<file path="src/gfx_settings.svh">
`ifndef GFX_SETTINGS_SVH
`define GFX_SETTINGS_SVH

// visible raster
`define GFX_HOR_PXL 16
`define GFX_VER_PXL 8

// horizontal timing in pixel clocks
`define GFX_HSYNC 4
`define GFX_HBACK 3
`define GFX_HFRONT 2

// vertical timing in lines
`define GFX_VSYNC 2
`define GFX_VBACK 1
`define GFX_VFRONT 1

// frame buffer depth, four pixels per word
`define GFX_FB_WORDS 32

// offset register sits right above the frame buffer
`define GFX_CONFIG_ADDR 32

`endif

</file>
<file path="src/hdl/gfx_bus_pkg.sv">
`default_nettype none

`include "gfx_settings.svh"

package gfx_bus_pkg;

    typedef logic [31:0] word_t;

    // one enable per byte lane
    typedef logic [3:0] byte_mask_t;

    // host side word address, covers buffer and config register
    typedef logic [5:0] bus_addr_t;

    typedef logic [$clog2(`GFX_FB_WORDS)-1:0] fb_addr_t;

    typedef struct packed {
        logic       read;
        logic       write;
        bus_addr_t  address;
        byte_mask_t mask;
        word_t      data_wr;
    } bus_req_t;

endpackage

`default_nettype wire

</file>
<file path="src/hdl/gfx_video_pkg.sv">
`default_nettype none

package gfx_video_pkg;

    // packed 3-3-2 red green blue
    typedef logic [7:0] color_t;

    typedef logic [7:0] coord_t;

    // counts visible pixels over one frame
    typedef logic [7:0] pix_index_t;

    typedef struct packed {
        logic   hsync;
        logic   vsync;
        logic   de;
        color_t color;
    } video_t;

    typedef enum logic {
        PORT_IDLE,
        PORT_READ_WAIT
    } port_state_t;

endpackage

`default_nettype wire

</file>
<file path="src/hdl/gfx_ram_bank.sv">
`timescale 1ns/10ps
`default_nettype none

`include "gfx_settings.svh"

module gfx_ram_bank (
    input  wire logic                 vga_clk,
    input  wire gfx_bus_pkg::fb_addr_t a_addr_i,
    input  wire logic                 a_we_i,
    input  wire logic [7:0]           a_wdata_i,
    output logic [7:0]                a_rdata_o,
    input  wire gfx_bus_pkg::fb_addr_t b_addr_i,
    output logic [7:0]                b_rdata_o
);

    import gfx_bus_pkg::*;

    logic [7:0] mem [0:`GFX_FB_WORDS-1];

    // port a, bus side read and write
    always_ff @(posedge vga_clk) begin
        if (a_we_i) begin
            mem[a_addr_i] <= a_wdata_i;
        end
        a_rdata_o <= mem[a_addr_i];
    end

    // port b, scan-out read only
    always_ff @(posedge vga_clk) begin
        b_rdata_o <= mem[b_addr_i];
    end

endmodule

`default_nettype wire

</file>
<file path="src/hdl/gfx_bus_port.sv">
`timescale 1ns/10ps
`default_nettype none

`include "gfx_settings.svh"

module gfx_bus_port (
    input  wire logic                  vga_clk,
    input  wire logic                  rst,
    input  wire gfx_bus_pkg::bus_req_t bus_req_i,
    output gfx_bus_pkg::word_t         data_rd_o,
    output logic                       stall_o,
    output gfx_bus_pkg::fb_addr_t      bank_addr_o,
    output gfx_bus_pkg::byte_mask_t    bank_we_o,
    output gfx_bus_pkg::word_t         bank_wdata_o,
    input  wire gfx_bus_pkg::word_t    bank_rdata_i,
    output gfx_bus_pkg::word_t         offset_o
);

    import gfx_bus_pkg::*;
    import gfx_video_pkg::*;

    port_state_t state;
    word_t       offset_q;
    word_t       rd_cfg_q;
    logic        rd_mem_q;

    logic is_config;
    logic is_mem;
    logic take_write;
    logic take_read;

    assign is_config = (bus_req_i.address == bus_addr_t'(`GFX_CONFIG_ADDR));
    assign is_mem = (bus_req_i.address < bus_addr_t'(`GFX_CONFIG_ADDR));

    // write wins over read when both strobes are up
    assign take_write = bus_req_i.write && !stall_o;
    assign take_read = bus_req_i.read && !bus_req_i.write && !stall_o;

    assign stall_o = (state == PORT_READ_WAIT);
    assign offset_o = offset_q;

    // bank word arrives the cycle after the stall
    assign data_rd_o = rd_mem_q ? bank_rdata_i : rd_cfg_q;

    always_ff @(posedge vga_clk or posedge rst) begin
        if (rst) begin
            state <= PORT_IDLE;
            bank_we_o <= '0;
            offset_q <= '0;
            rd_cfg_q <= '0;
            rd_mem_q <= 1'b0;
        end else begin
            bank_we_o <= '0;
            rd_cfg_q <= '0;
            rd_mem_q <= (state == PORT_READ_WAIT);
            case (state)
                PORT_IDLE: begin
                    if (take_write && is_mem) begin
                        bank_we_o <= bus_req_i.mask;
                    end else if (take_write && is_config) begin
                        offset_q <= bus_req_i.data_wr;
                    end else if (take_read && is_config) begin
                        rd_cfg_q <= offset_q;
                    end else if (take_read && is_mem) begin
                        state <= PORT_READ_WAIT;
                    end
                end
                PORT_READ_WAIT: begin
                    state <= PORT_IDLE;
                end
                default: begin
                    state <= PORT_IDLE;
                end
            endcase
        end
    end

    // address and data go to the banks one cycle after sampling
    always_ff @(posedge vga_clk) begin
        if (!stall_o) begin
            bank_addr_o <= fb_addr_t'(bus_req_i.address);
            bank_wdata_o <= bus_req_i.data_wr;
        end
    end

    // host must keep its strobes low while stalled
    assert property (@(posedge vga_clk) disable iff (rst)
        stall_o |-> !bus_req_i.read && !bus_req_i.write)
        else $error("bus request while stall_o is high");

endmodule

`default_nettype wire

</file>
<file path="src/hdl/gfx_scan_timing.sv">
`timescale 1ns/10ps
`default_nettype none

`include "gfx_settings.svh"

module gfx_scan_timing (
    input  wire logic                 vga_clk,
    input  wire logic                 rst,
    output logic                      hsync_o,
    output logic                      vsync_o,
    output logic                      de_o,
    output gfx_video_pkg::pix_index_t pix_index_o
);

    import gfx_video_pkg::*;

    localparam int H_BEGIN = `GFX_HSYNC + `GFX_HBACK;
    localparam int V_BEGIN = `GFX_VSYNC + `GFX_VBACK;
    localparam int H_TOTAL = H_BEGIN + `GFX_HOR_PXL + `GFX_HFRONT;
    localparam int V_TOTAL = V_BEGIN + `GFX_VER_PXL + `GFX_VFRONT;
    localparam int PIX_TOTAL = `GFX_HOR_PXL * `GFX_VER_PXL;

    coord_t x;
    coord_t y;

    // raster position
    always_ff @(posedge vga_clk or posedge rst) begin
        if (rst) begin
            x <= '0;
            y <= '0;
        end else begin
            if (x == coord_t'(H_TOTAL - 1)) begin
                x <= '0;
                if (y == coord_t'(V_TOTAL - 1)) begin
                    y <= '0;
                end else begin
                    y <= y + 1'b1;
                end
            end else begin
                x <= x + 1'b1;
            end
        end
    end

    // positive sync pulses at the start of line and frame
    assign hsync_o = (x < coord_t'(`GFX_HSYNC));
    assign vsync_o = (y < coord_t'(`GFX_VSYNC));

    assign de_o = (x >= coord_t'(H_BEGIN)) && (x < coord_t'(H_BEGIN + `GFX_HOR_PXL))
        && (y >= coord_t'(V_BEGIN)) && (y < coord_t'(V_BEGIN + `GFX_VER_PXL));

    always_ff @(posedge vga_clk or posedge rst) begin
        if (rst) begin
            pix_index_o <= '0;
        end else if (de_o) begin
            if (pix_index_o == pix_index_t'(PIX_TOTAL - 1)) begin
                pix_index_o <= '0;
            end else begin
                pix_index_o <= pix_index_o + 1'b1;
            end
        end
    end

    assert property (@(posedge vga_clk) disable iff (rst)
        de_o |-> !hsync_o && !vsync_o)
        else $error("de high during sync");

endmodule

`default_nettype wire

</file>
<file path="src/hdl/gfx_pixel_fetch.sv">
`timescale 1ns/10ps
`default_nettype none

`include "gfx_settings.svh"

module gfx_pixel_fetch (
    input  wire logic                      vga_clk,
    input  wire logic                      rst,
    input  wire logic                      hsync_i,
    input  wire logic                      vsync_i,
    input  wire logic                      de_i,
    input  wire gfx_video_pkg::pix_index_t pix_index_i,
    input  wire gfx_bus_pkg::word_t        offset_i,
    output gfx_bus_pkg::fb_addr_t          fb_addr_o,
    input  wire gfx_bus_pkg::word_t        fb_data_i,
    output gfx_video_pkg::video_t          video_o
);

    import gfx_bus_pkg::*;
    import gfx_video_pkg::*;

    word_t      fetch_word;
    word_t      latched_q;
    logic [1:0] pix_lane;
    color_t     pix_color;

    assign pix_lane = pix_index_i[1:0];

    // one word ahead of the word being shown
    assign fetch_word = word_t'(pix_index_i >> 2) + (offset_i >> 2) + 1'b1;
    assign fb_addr_o = fb_addr_t'(fetch_word % `GFX_FB_WORDS);

    // the bank has returned the next word by the last pixel of a group
    always_ff @(posedge vga_clk or posedge rst) begin
        if (rst) begin
            latched_q <= '0;
        end else if (pix_lane == 2'd3) begin
            latched_q <= fb_data_i;
        end
    end

    // little endian, pixel 0 in the low byte
    assign pix_color = latched_q[pix_lane * $bits(color_t) +: $bits(color_t)];

    always_ff @(posedge vga_clk or posedge rst) begin
        if (rst) begin
            video_o.hsync <= 1'b1;
            video_o.vsync <= 1'b1;
            video_o.de <= 1'b0;
            video_o.color <= '0;
        end else begin
            video_o.hsync <= hsync_i;
            video_o.vsync <= vsync_i;
            video_o.de <= de_i;
            video_o.color <= de_i ? pix_color : '0;
        end
    end

endmodule

`default_nettype wire

</file>
<file path="src/hdl/gfx_controller.sv">
`timescale 1ns/10ps
`default_nettype none

module gfx_controller (
    input  wire logic                  vga_clk,
    input  wire logic                  rst,
    input  wire gfx_bus_pkg::bus_req_t bus_req_i,
    output gfx_bus_pkg::word_t         data_rd_o,
    output logic                       stall_o,
    output gfx_video_pkg::video_t      video_o
);

    import gfx_bus_pkg::*;
    import gfx_video_pkg::*;

    fb_addr_t   bank_addr;
    byte_mask_t bank_we;
    word_t      bank_wdata;
    word_t      bank_rdata;
    word_t      offset;

    fb_addr_t   fetch_addr;
    word_t      fetch_data;

    logic       hsync;
    logic       vsync;
    logic       de;
    pix_index_t pix_index;

    gfx_bus_port u_bus_port (
        .vga_clk      (vga_clk),
        .rst          (rst),
        .bus_req_i    (bus_req_i),
        .data_rd_o    (data_rd_o),
        .stall_o      (stall_o),
        .bank_addr_o  (bank_addr),
        .bank_we_o    (bank_we),
        .bank_wdata_o (bank_wdata),
        .bank_rdata_i (bank_rdata),
        .offset_o     (offset)
    );

    // one bank per byte lane
    for (genvar lane = 0; lane < 4; lane++) begin : g_bank
        gfx_ram_bank u_bank (
            .vga_clk   (vga_clk),
            .a_addr_i  (bank_addr),
            .a_we_i    (bank_we[lane]),
            .a_wdata_i (bank_wdata[8 * lane +: 8]),
            .a_rdata_o (bank_rdata[8 * lane +: 8]),
            .b_addr_i  (fetch_addr),
            .b_rdata_o (fetch_data[8 * lane +: 8])
        );
    end

    gfx_scan_timing u_scan_timing (
        .vga_clk     (vga_clk),
        .rst         (rst),
        .hsync_o     (hsync),
        .vsync_o     (vsync),
        .de_o        (de),
        .pix_index_o (pix_index)
    );

    gfx_pixel_fetch u_pixel_fetch (
        .vga_clk     (vga_clk),
        .rst         (rst),
        .hsync_i     (hsync),
        .vsync_i     (vsync),
        .de_i        (de),
        .pix_index_i (pix_index),
        .offset_i    (offset),
        .fb_addr_o   (fetch_addr),
        .fb_data_i   (fetch_data),
        .video_o     (video_o)
    );

endmodule

`default_nettype wire

</file>
<file path="config.mk">
export PLATFORM = sky130hd
export DESIGN_NAME = gfx_controller
export DESIGN_NICKNAME = d
export VERILOG_FILES = /design/src/hdl/gfx_bus_pkg.sv /design/src/hdl/gfx_video_pkg.sv /design/src/hdl/gfx_ram_bank.sv /design/src/hdl/gfx_bus_port.sv /design/src/hdl/gfx_scan_timing.sv /design/src/hdl/gfx_pixel_fetch.sv /design/src/hdl/gfx_controller.sv
export VERILOG_INCLUDE_DIRS = /design/src
export SDC_FILE = /design/constraint.sdc
export NUM_CORES = 2
export LEC_CHECK = 0
export BUFFER_PORTS_ARGS = -buffer_cell sky130_fd_sc_hd__buf_2
export CAP_MARGIN = 10
export CELL_PAD_IN_SITES_DETAIL_PLACEMENT = 1
export CELL_PAD_IN_SITES_GLOBAL_PLACEMENT = 1
export CORE_ASPECT_RATIO = 1.5
export CORE_UTILIZATION = 55
export CTS_CLUSTER_SIZE = 28
export DETAILED_ROUTE_END_ITERATION = 7
export PLACE_DENSITY_LB_ADDON = 0.25
export SYNTH_ARGS = -nofsm -noshare
export SYNTH_HDL_FRONTEND = slang
export SYNTH_SLANG_ARGS = --single-unit
</file>
<file path="constraint.sdc">
create_clock -name vga_clk -period 7.9 [get_ports vga_clk]
set_clock_uncertainty 0.1 [all_clocks]
set_input_delay 0.395 -clock vga_clk [delete_from_list [all_inputs] [get_ports vga_clk]]
set_output_delay 0.395 -clock vga_clk [all_outputs]
set_load 0.02 [all_outputs]
</file>
# --- Word-level counts from Yosys, hierarchy flattened ---
# Memory sizes are Yosys's and may differ from the RTL's. A register that Yosys moved wholly into a read port is not among the register bits.
# Index checks and enable logic that the tools add are counted.
classes:
  n_addsub: 5
  n_mul: 0
  div_mod_pow: 0
  n_lt_le_gt_ge: 7
  eq_ne: 5
  n_shift: 1
  n_mux: 24
  n_bitwise: 2
  n_reduce_logical: 13
op_table:
  columns: ["op", "n"]
  rows:
  - ["32-bit 2-to-1 mux", 5]
  - ["8-bit 2-to-1 mux", 4]
  - ["32-bit by 6-bit indexed part select with 8-bit output", 1]
  - ["8-bit by 1-bit adder with 8-bit output (second input constant)", 3]
  - ["1-bit 2-to-1 mux", 12]
  - ["1-bit logical AND", 10]
  - ["8-bit by 4-bit equality test with 1-bit output (second input constant)", 1]
  - ["8-bit by 5-bit equality test with 1-bit output (second input constant)", 1]
  - ["8-bit by 7-bit equality test with 1-bit output (second input constant)", 1]
  - ["8-bit by 2-bit >= comparator with 1-bit output (second input constant)", 1]
  - ["8-bit by 3-bit >= comparator with 1-bit output (second input constant)", 1]
  - ["8-bit by 2-bit less-than comparator with 1-bit output (second input constant)", 1]
  - ["8-bit by 3-bit less-than comparator with 1-bit output (second input constant)", 1]
  - ["8-bit by 4-bit less-than comparator with 1-bit output (second input constant)", 1]
  - ["8-bit by 5-bit less-than comparator with 1-bit output (second input constant)", 1]
  - ["4-bit 2-to-1 mux", 2]
  - ["6-bit equality test (second input constant)", 1]
  - ["6-bit less-than comparator (second input constant)", 1]
  - ["5-bit by 1-bit adder with 5-bit output (second input constant)", 1]
  - ["5-bit adder", 1]
  - ["3-bit AND reduction", 1]
  - ["2-bit equality test (second input constant)", 1]
  - ["1-bit zero test", 2]
  - ["1-bit NOT", 2]
  - ["1-bit case mux with 2 select lines", 1]
word_totals:
  ff_bits: 174
  latch_bits: 0
  ramBits: 1024
  mem_bits_ro: 0
  inputBits: 46
  output_inout_bits: 44
  elab_cells: 76
  n_memories: 4
memory_table:
  columns: ["memory", "depth", "word_bits", "rd", "rd_ports_with_merged_regs", "write_ports", "line_no", "text"]
  rows:
  - ["g_bank[0].u_bank.mem", 32, 8, 2, 2, 1, "gfx_ram_bank.sv:18", "logic [7:0] mem [0:`GFX_FB_WORDS-1];"]
  - ["g_bank[1].u_bank.mem", 32, 8, 2, 2, 1, "gfx_ram_bank.sv:18", null]
  - ["g_bank[2].u_bank.mem", 32, 8, 2, 2, 1, "gfx_ram_bank.sv:18", null]
  - ["g_bank[3].u_bank.mem", 32, 8, 2, 2, 1, "gfx_ram_bank.sv:18", null]

# --- Longest topological paths before layout ---
depth:
  depth_word: 9
  mapped_depth: 13

# --- Cells and area by module ---
# Synthesis repeated with hierarchy kept, for this count alone.
unflattened:
  cells_unflattened: 2707
  hier_area_um2: 55677.1
modules_own_cells:
  columns: ["module", "instances", "cells_per_inst", "area_each_um2"]
  rows:
  - ["gfx_ram_bank", 4, 559, 12095.4]
  - ["gfx_bus_port", 1, 228, 4081.4]
  - ["gfx_pixel_fetch", 1, 120, 1886.8]
  - ["gfx_scan_timing", 1, 123, 1327.5]

# --- Least setup slack after synthesis ---
# Ideal clock, no wire load.
synth_path:
  path_kind: "reg-to-reg"
  startpoint: "register u_scan_timing.pix_index_o[2]"
  endpoint: "register g_bank[3].u_bank.b_rdata_o[0], read port of g_bank[3].u_bank.mem"
  arrival_time_ns: 2.415
  t_required_ns: 7.674
  slack_ns: 5.258
  path_stages_with_launch: 13
  n_path_buf: 4
  period_less_slack_ns: 2.642
  path_cell_list: "dfrtp_1 -> inv_1 -> ha_1 -> inv_1 -> fa_1 -> buf_4 -> buf_2 -> clkbuf_2 -> buf_4 -> a2111oi_0 -> nor4_1 -> mux2i_1 -> mux2i_1"
synth_via:
  elab_chain_len: 2
synth_rtl:
  columns: ["item", "line_no", "text"]
  rows:
  - ["start: declaration", "gfx_scan_timing.sv:12", "output gfx_video_pkg::pix_index_t pix_index_o"]
  - ["start signal: assignment", "gfx_scan_timing.sv:59", "pix_index_o <= pix_index_o + 1'b1;"]
  - ["5-bit adder", "gfx_pixel_fetch.sv:30", "assign fetch_word = word_t'(pix_index_i >> 2) + (offset_i >> 2) + 1'b1;"]
  - ["5-bit by 1-bit adder with 5-bit output", "gfx_pixel_fetch.sv:30", null]
  - ["end: declaration", "gfx_ram_bank.sv:13", "output logic [7:0] b_rdata_o"]
# No other way between the ends.
# A chain may end at the register's enable or synchronous reset.

# --- Final worst setup path ---
layout_path:
  startpoint: "register u_scan_timing.pix_index_o[2]"
  endpoint: "register g_bank[2].u_bank.b_rdata_o[2], read port of g_bank[2].u_bank.mem"
layout_via:
  elab_chain_len: 2
layout_rtl:
  columns: ["item", "line_no"]
  rows:
  - ["5-bit adder", "gfx_pixel_fetch.sv:30"]
  - ["5-bit by 1-bit adder with 5-bit output", "gfx_pixel_fetch.sv:30"]
  - ["end: declaration", "gfx_ram_bank.sv:13"]
# No other way between the ends.

==> flow_summary.yaml <==
global_route:
  antenna_found_initial: 9
  track_usage_pct: 33.5
  top_usage_layer: "met2"
  grt_use_met1_pct: 42.8
  grt-ovfl-total: 0
  use_met2_pct: 56.3
  grt_max_degree: 201
  gr-usage-met3_pct: 4.92
  grt_pass1_vias: 38900
  grt_pass1_wl_um: 261000
sta:
  final-hold-violation-count: 0
  timing.hold.ws_ns: 0.103
  min_period_ns: 4.71
  relSlewSlack_pct: 13.4
  rsz0062_at_grt: "false"
  fin_ws_ns: 3.19
  worst_slew_pin_slew_ns: 1.30
  setup_violations: 0
  fmax_ghz: 0.212
  timing.final.crit_share_pct: 59.7
  drv_slew: 0
  finalSetupTns_ns: 0
finish:
  seqCellArea_sq_mm: 0.0366
  layout.nets: 3751
  final_common_cell: "edfxtp_1"
  area_delta_synth_final_pct: 9.86
  final_cell_mix: "1061 x edfxtp_1, 498 x nor2b_1, 496 x a2111oi_0, 264 x mux4_2, 146 x nor2_1"
  design_area_sq_mm: 0.0632
  fillers: 9133
  drive_above_1_share_pct: 19.1
  finalNonFillerCells: 5189
  multi_input_area_sq_mm: 0.0195
logic_synthesis:
  syn_nets: 3773
  syn_area_per_cell_sq_um: 15.5
  synthCells: 3718
  synth.mux.area_fraction_pct: 14.2
  synthArstFlopShare_pct: 10.9
  synth-xor-area-share_pct: 0.328
  synthAdderAreaFrac_pct: 0.209
  ys_types: 46
  synth_seq_cells: 1262
  synth-simple-area-share_pct: 9.51
  synth_edf_count: 1061
  synth_compound_area_share_pct: 9.40
  yosysWarnings: 0
  seq_area_frac_synth_pct: 63.6
  synth_top_family_by_area: "multiplexers"
  synth_flop_cell: "edfxtp_1"
  syn-cell-area_sq_mm: 0.0575
critical_path:
  critPathSlowestCell: "fa_4"
  critPathMaxStageDelay_ns: 1.44
  critPathMaxFanout: 110
  critPathArrivalTime_ns: 5.19
  cp.required_ns: 8.38
  crit_chain: "inv_1 -> ha_4 -> inv_1 -> fa_4 -> buf_4 -> nor2b_1 -> a2111oi_0 -> nor4_1 -> mux2i_1 -> mux2i_1"
  critPathLaunchType: "register"
  ff2ff_path_depth: 10
  criticalPathCategory: "reg2reg"
  end_kind: "register"
place:
  io_buffers: 89
  placed_cells: 4915
  dpl-instance-area_sq_mm: 0.0589
  place_congestion: 0.877
  place_ws_ns: 3.33
  hpwl_um: 107000
floorplan:
  start_util_pct: 55.7
  die_area_sq_mm: 0.106
  die_x_um: 266
  ios: 90
  num_rows: 144
  die_h_um: 398
  coreArea_sq_mm: 0.103
clock_tree:
  clkTransAtPathRegs_ns: 0.06
  clock_latency_ns: 0.73
  clock_path_buffers: 3
  numClockSinks: 1262
  cts_tree: "done"
  cts_root_buf: "clkbuf_16"
  cts.repair.resized: 0
  cts_max_level: 3
  cts_buffers: 117
  post_cts_buffers: 0
power:
  ir_drop_mv: 0.165
  p_leak_nw: 20.4
  power_density_mw_per_mm2: 246
route:
  firstDrtPassIters: 5
  num_vias: 37100
  drtIter0Drc: 4267
  wl_um: 177000
  post_drt_wl_per_cell_um: 34.1
  ant_nets: 0
  drc_errors: 0
  vias_per_cell: 7.15
hold_path:
  min_path_cells: 4
  hold_class: "in2reg"
run:
  drv_cap: 0
status:
  outcome: "finished clean"
==> flip-flops by register name (all words and copies together) (netlist names) <==
name and count:
g_bank.u_bank.a_rdata_o 32, g_bank.u_bank.b_rdata_o 32, g_bank.u_bank.mem 1024, u_bus_port.bank_addr_o 5, u_bus_port.bank_wdata_o 32, u_bus_port.bank_we_o 4
u_bus_port.offset_o 32, u_bus_port.rd_cfg_q 32, u_bus_port.rd_mem_q 1, u_bus_port.stall_o 1, u_pixel_fetch.latched_q 32, u_pixel_fetch.video_o 11
u_scan_timing.pix_index_o 8, u_scan_timing.x 8, u_scan_timing.y 8
==> metrics by stage <==
step | util, % | power, mW
CTS | 61.2 | 15.5
finish | 61.2 | 15.5
floorplan | - | 9.13
global placement | 57.1 | 9.76
global route | 61.2 | 15.9
detailed placement | 57.1 | 9.90
==> Yosys cell counts, types with 8 or more instances <==
cell type  number  area [sq um]
buf_4          15           113
mux2i_1       111          1110
nand3_1        26           130
and2_1         41           257
clkbuf_2       22           110
ha_1            8           100
mux4_2        264          5950
inv_1           8          30.0
and3_1          9          56.3
nand2_1        35           131
a2111oi_0     496          4340
nor2_1        149           559
a22oi_1       128           961
edfxtp_1     1061         31900
xnor2_1         9          78.8
nor4_1        130           813
clkbuf_1      200           751
dfrtp_1       135          3380
mux2_2         98          1100
buf_2          83           415
buf_1          27           101
dfxtp_1        64          1280
nand4_1        38           238
nor2b_1       498          3120
==> worst paths after layout <==
path,startpoint,to,slack [ns]
setup / recovery,u_scan_timing.pix_index_o[2],g_bank[2].u_bank.b_rdata_o[2],3.19
max in group asynchronous,rst,u_pixel_fetch.latched_q[19],5.98
hold reg to reg,g_bank[3].u_bank.b_rdata_o[0],u_pixel_fetch.latched_q[24],0.36
hold / removal,bus_req_i[42],u_bus_port.rd_cfg_q[2],0.10
min in group asynchronous,rst,u_bus_port.offset_o[9],0.25
setup reg to reg,u_scan_timing.pix_index_o[2],g_bank[2].u_bank.b_rdata_o[2],3.19
==> layout make-up <==
class,count,area share [%]
diodes,1,0.00396
multi-input cells,2093,30.8
clock inverters,46,0.580
clock buffers,178,5.41
flip-flops and latches,1262,57.9
repair buffers,213,2.53
well taps,1387,2.75
inverters,9,0.0693
==> power by group <==
part	total, mW	switching [mW]	internal (mW)
registers	7.64	0.231	7.41
clock network	5.68	2.53	3.14
logic	2.21	1.50	0.712
==> cells by family after synthesis <==
group / Yosys count
flip-flops: 1262
AND/OR/NAND/NOR: 951
AO/OA/AOI/OAI: 641
multiplexers: 473
buffers and inverters: 363
XOR/XNOR: 19
adder cells (fa/ha/maj): 9
==> critical path: cells and delay by family (launching register included) <==
family          cells  cell delay (ns)
fa+ha+maj           2             1.59
buf+inv             3             1.10
compound gates      1             0.65
flops               1             0.43
mux                 2             0.30
simple gates        2             0.26
==> metal layers <==
layer | vias up | wire length (um)
met5 | - | 27
met4 | 4 | 9180
met3 | 481 | 14000
met2 | 2048 | 89000
met1 | 19300 | 64900
li1 | 15200 | -
==> timing repair <==
item                                   4_1_cts  5_1_grt
endpoints found under the hold margin      140        0
hold buffers                                49        0
setup endpoints to repair                    0        0
Note: power is estimated with default switching activity, not from simulation.
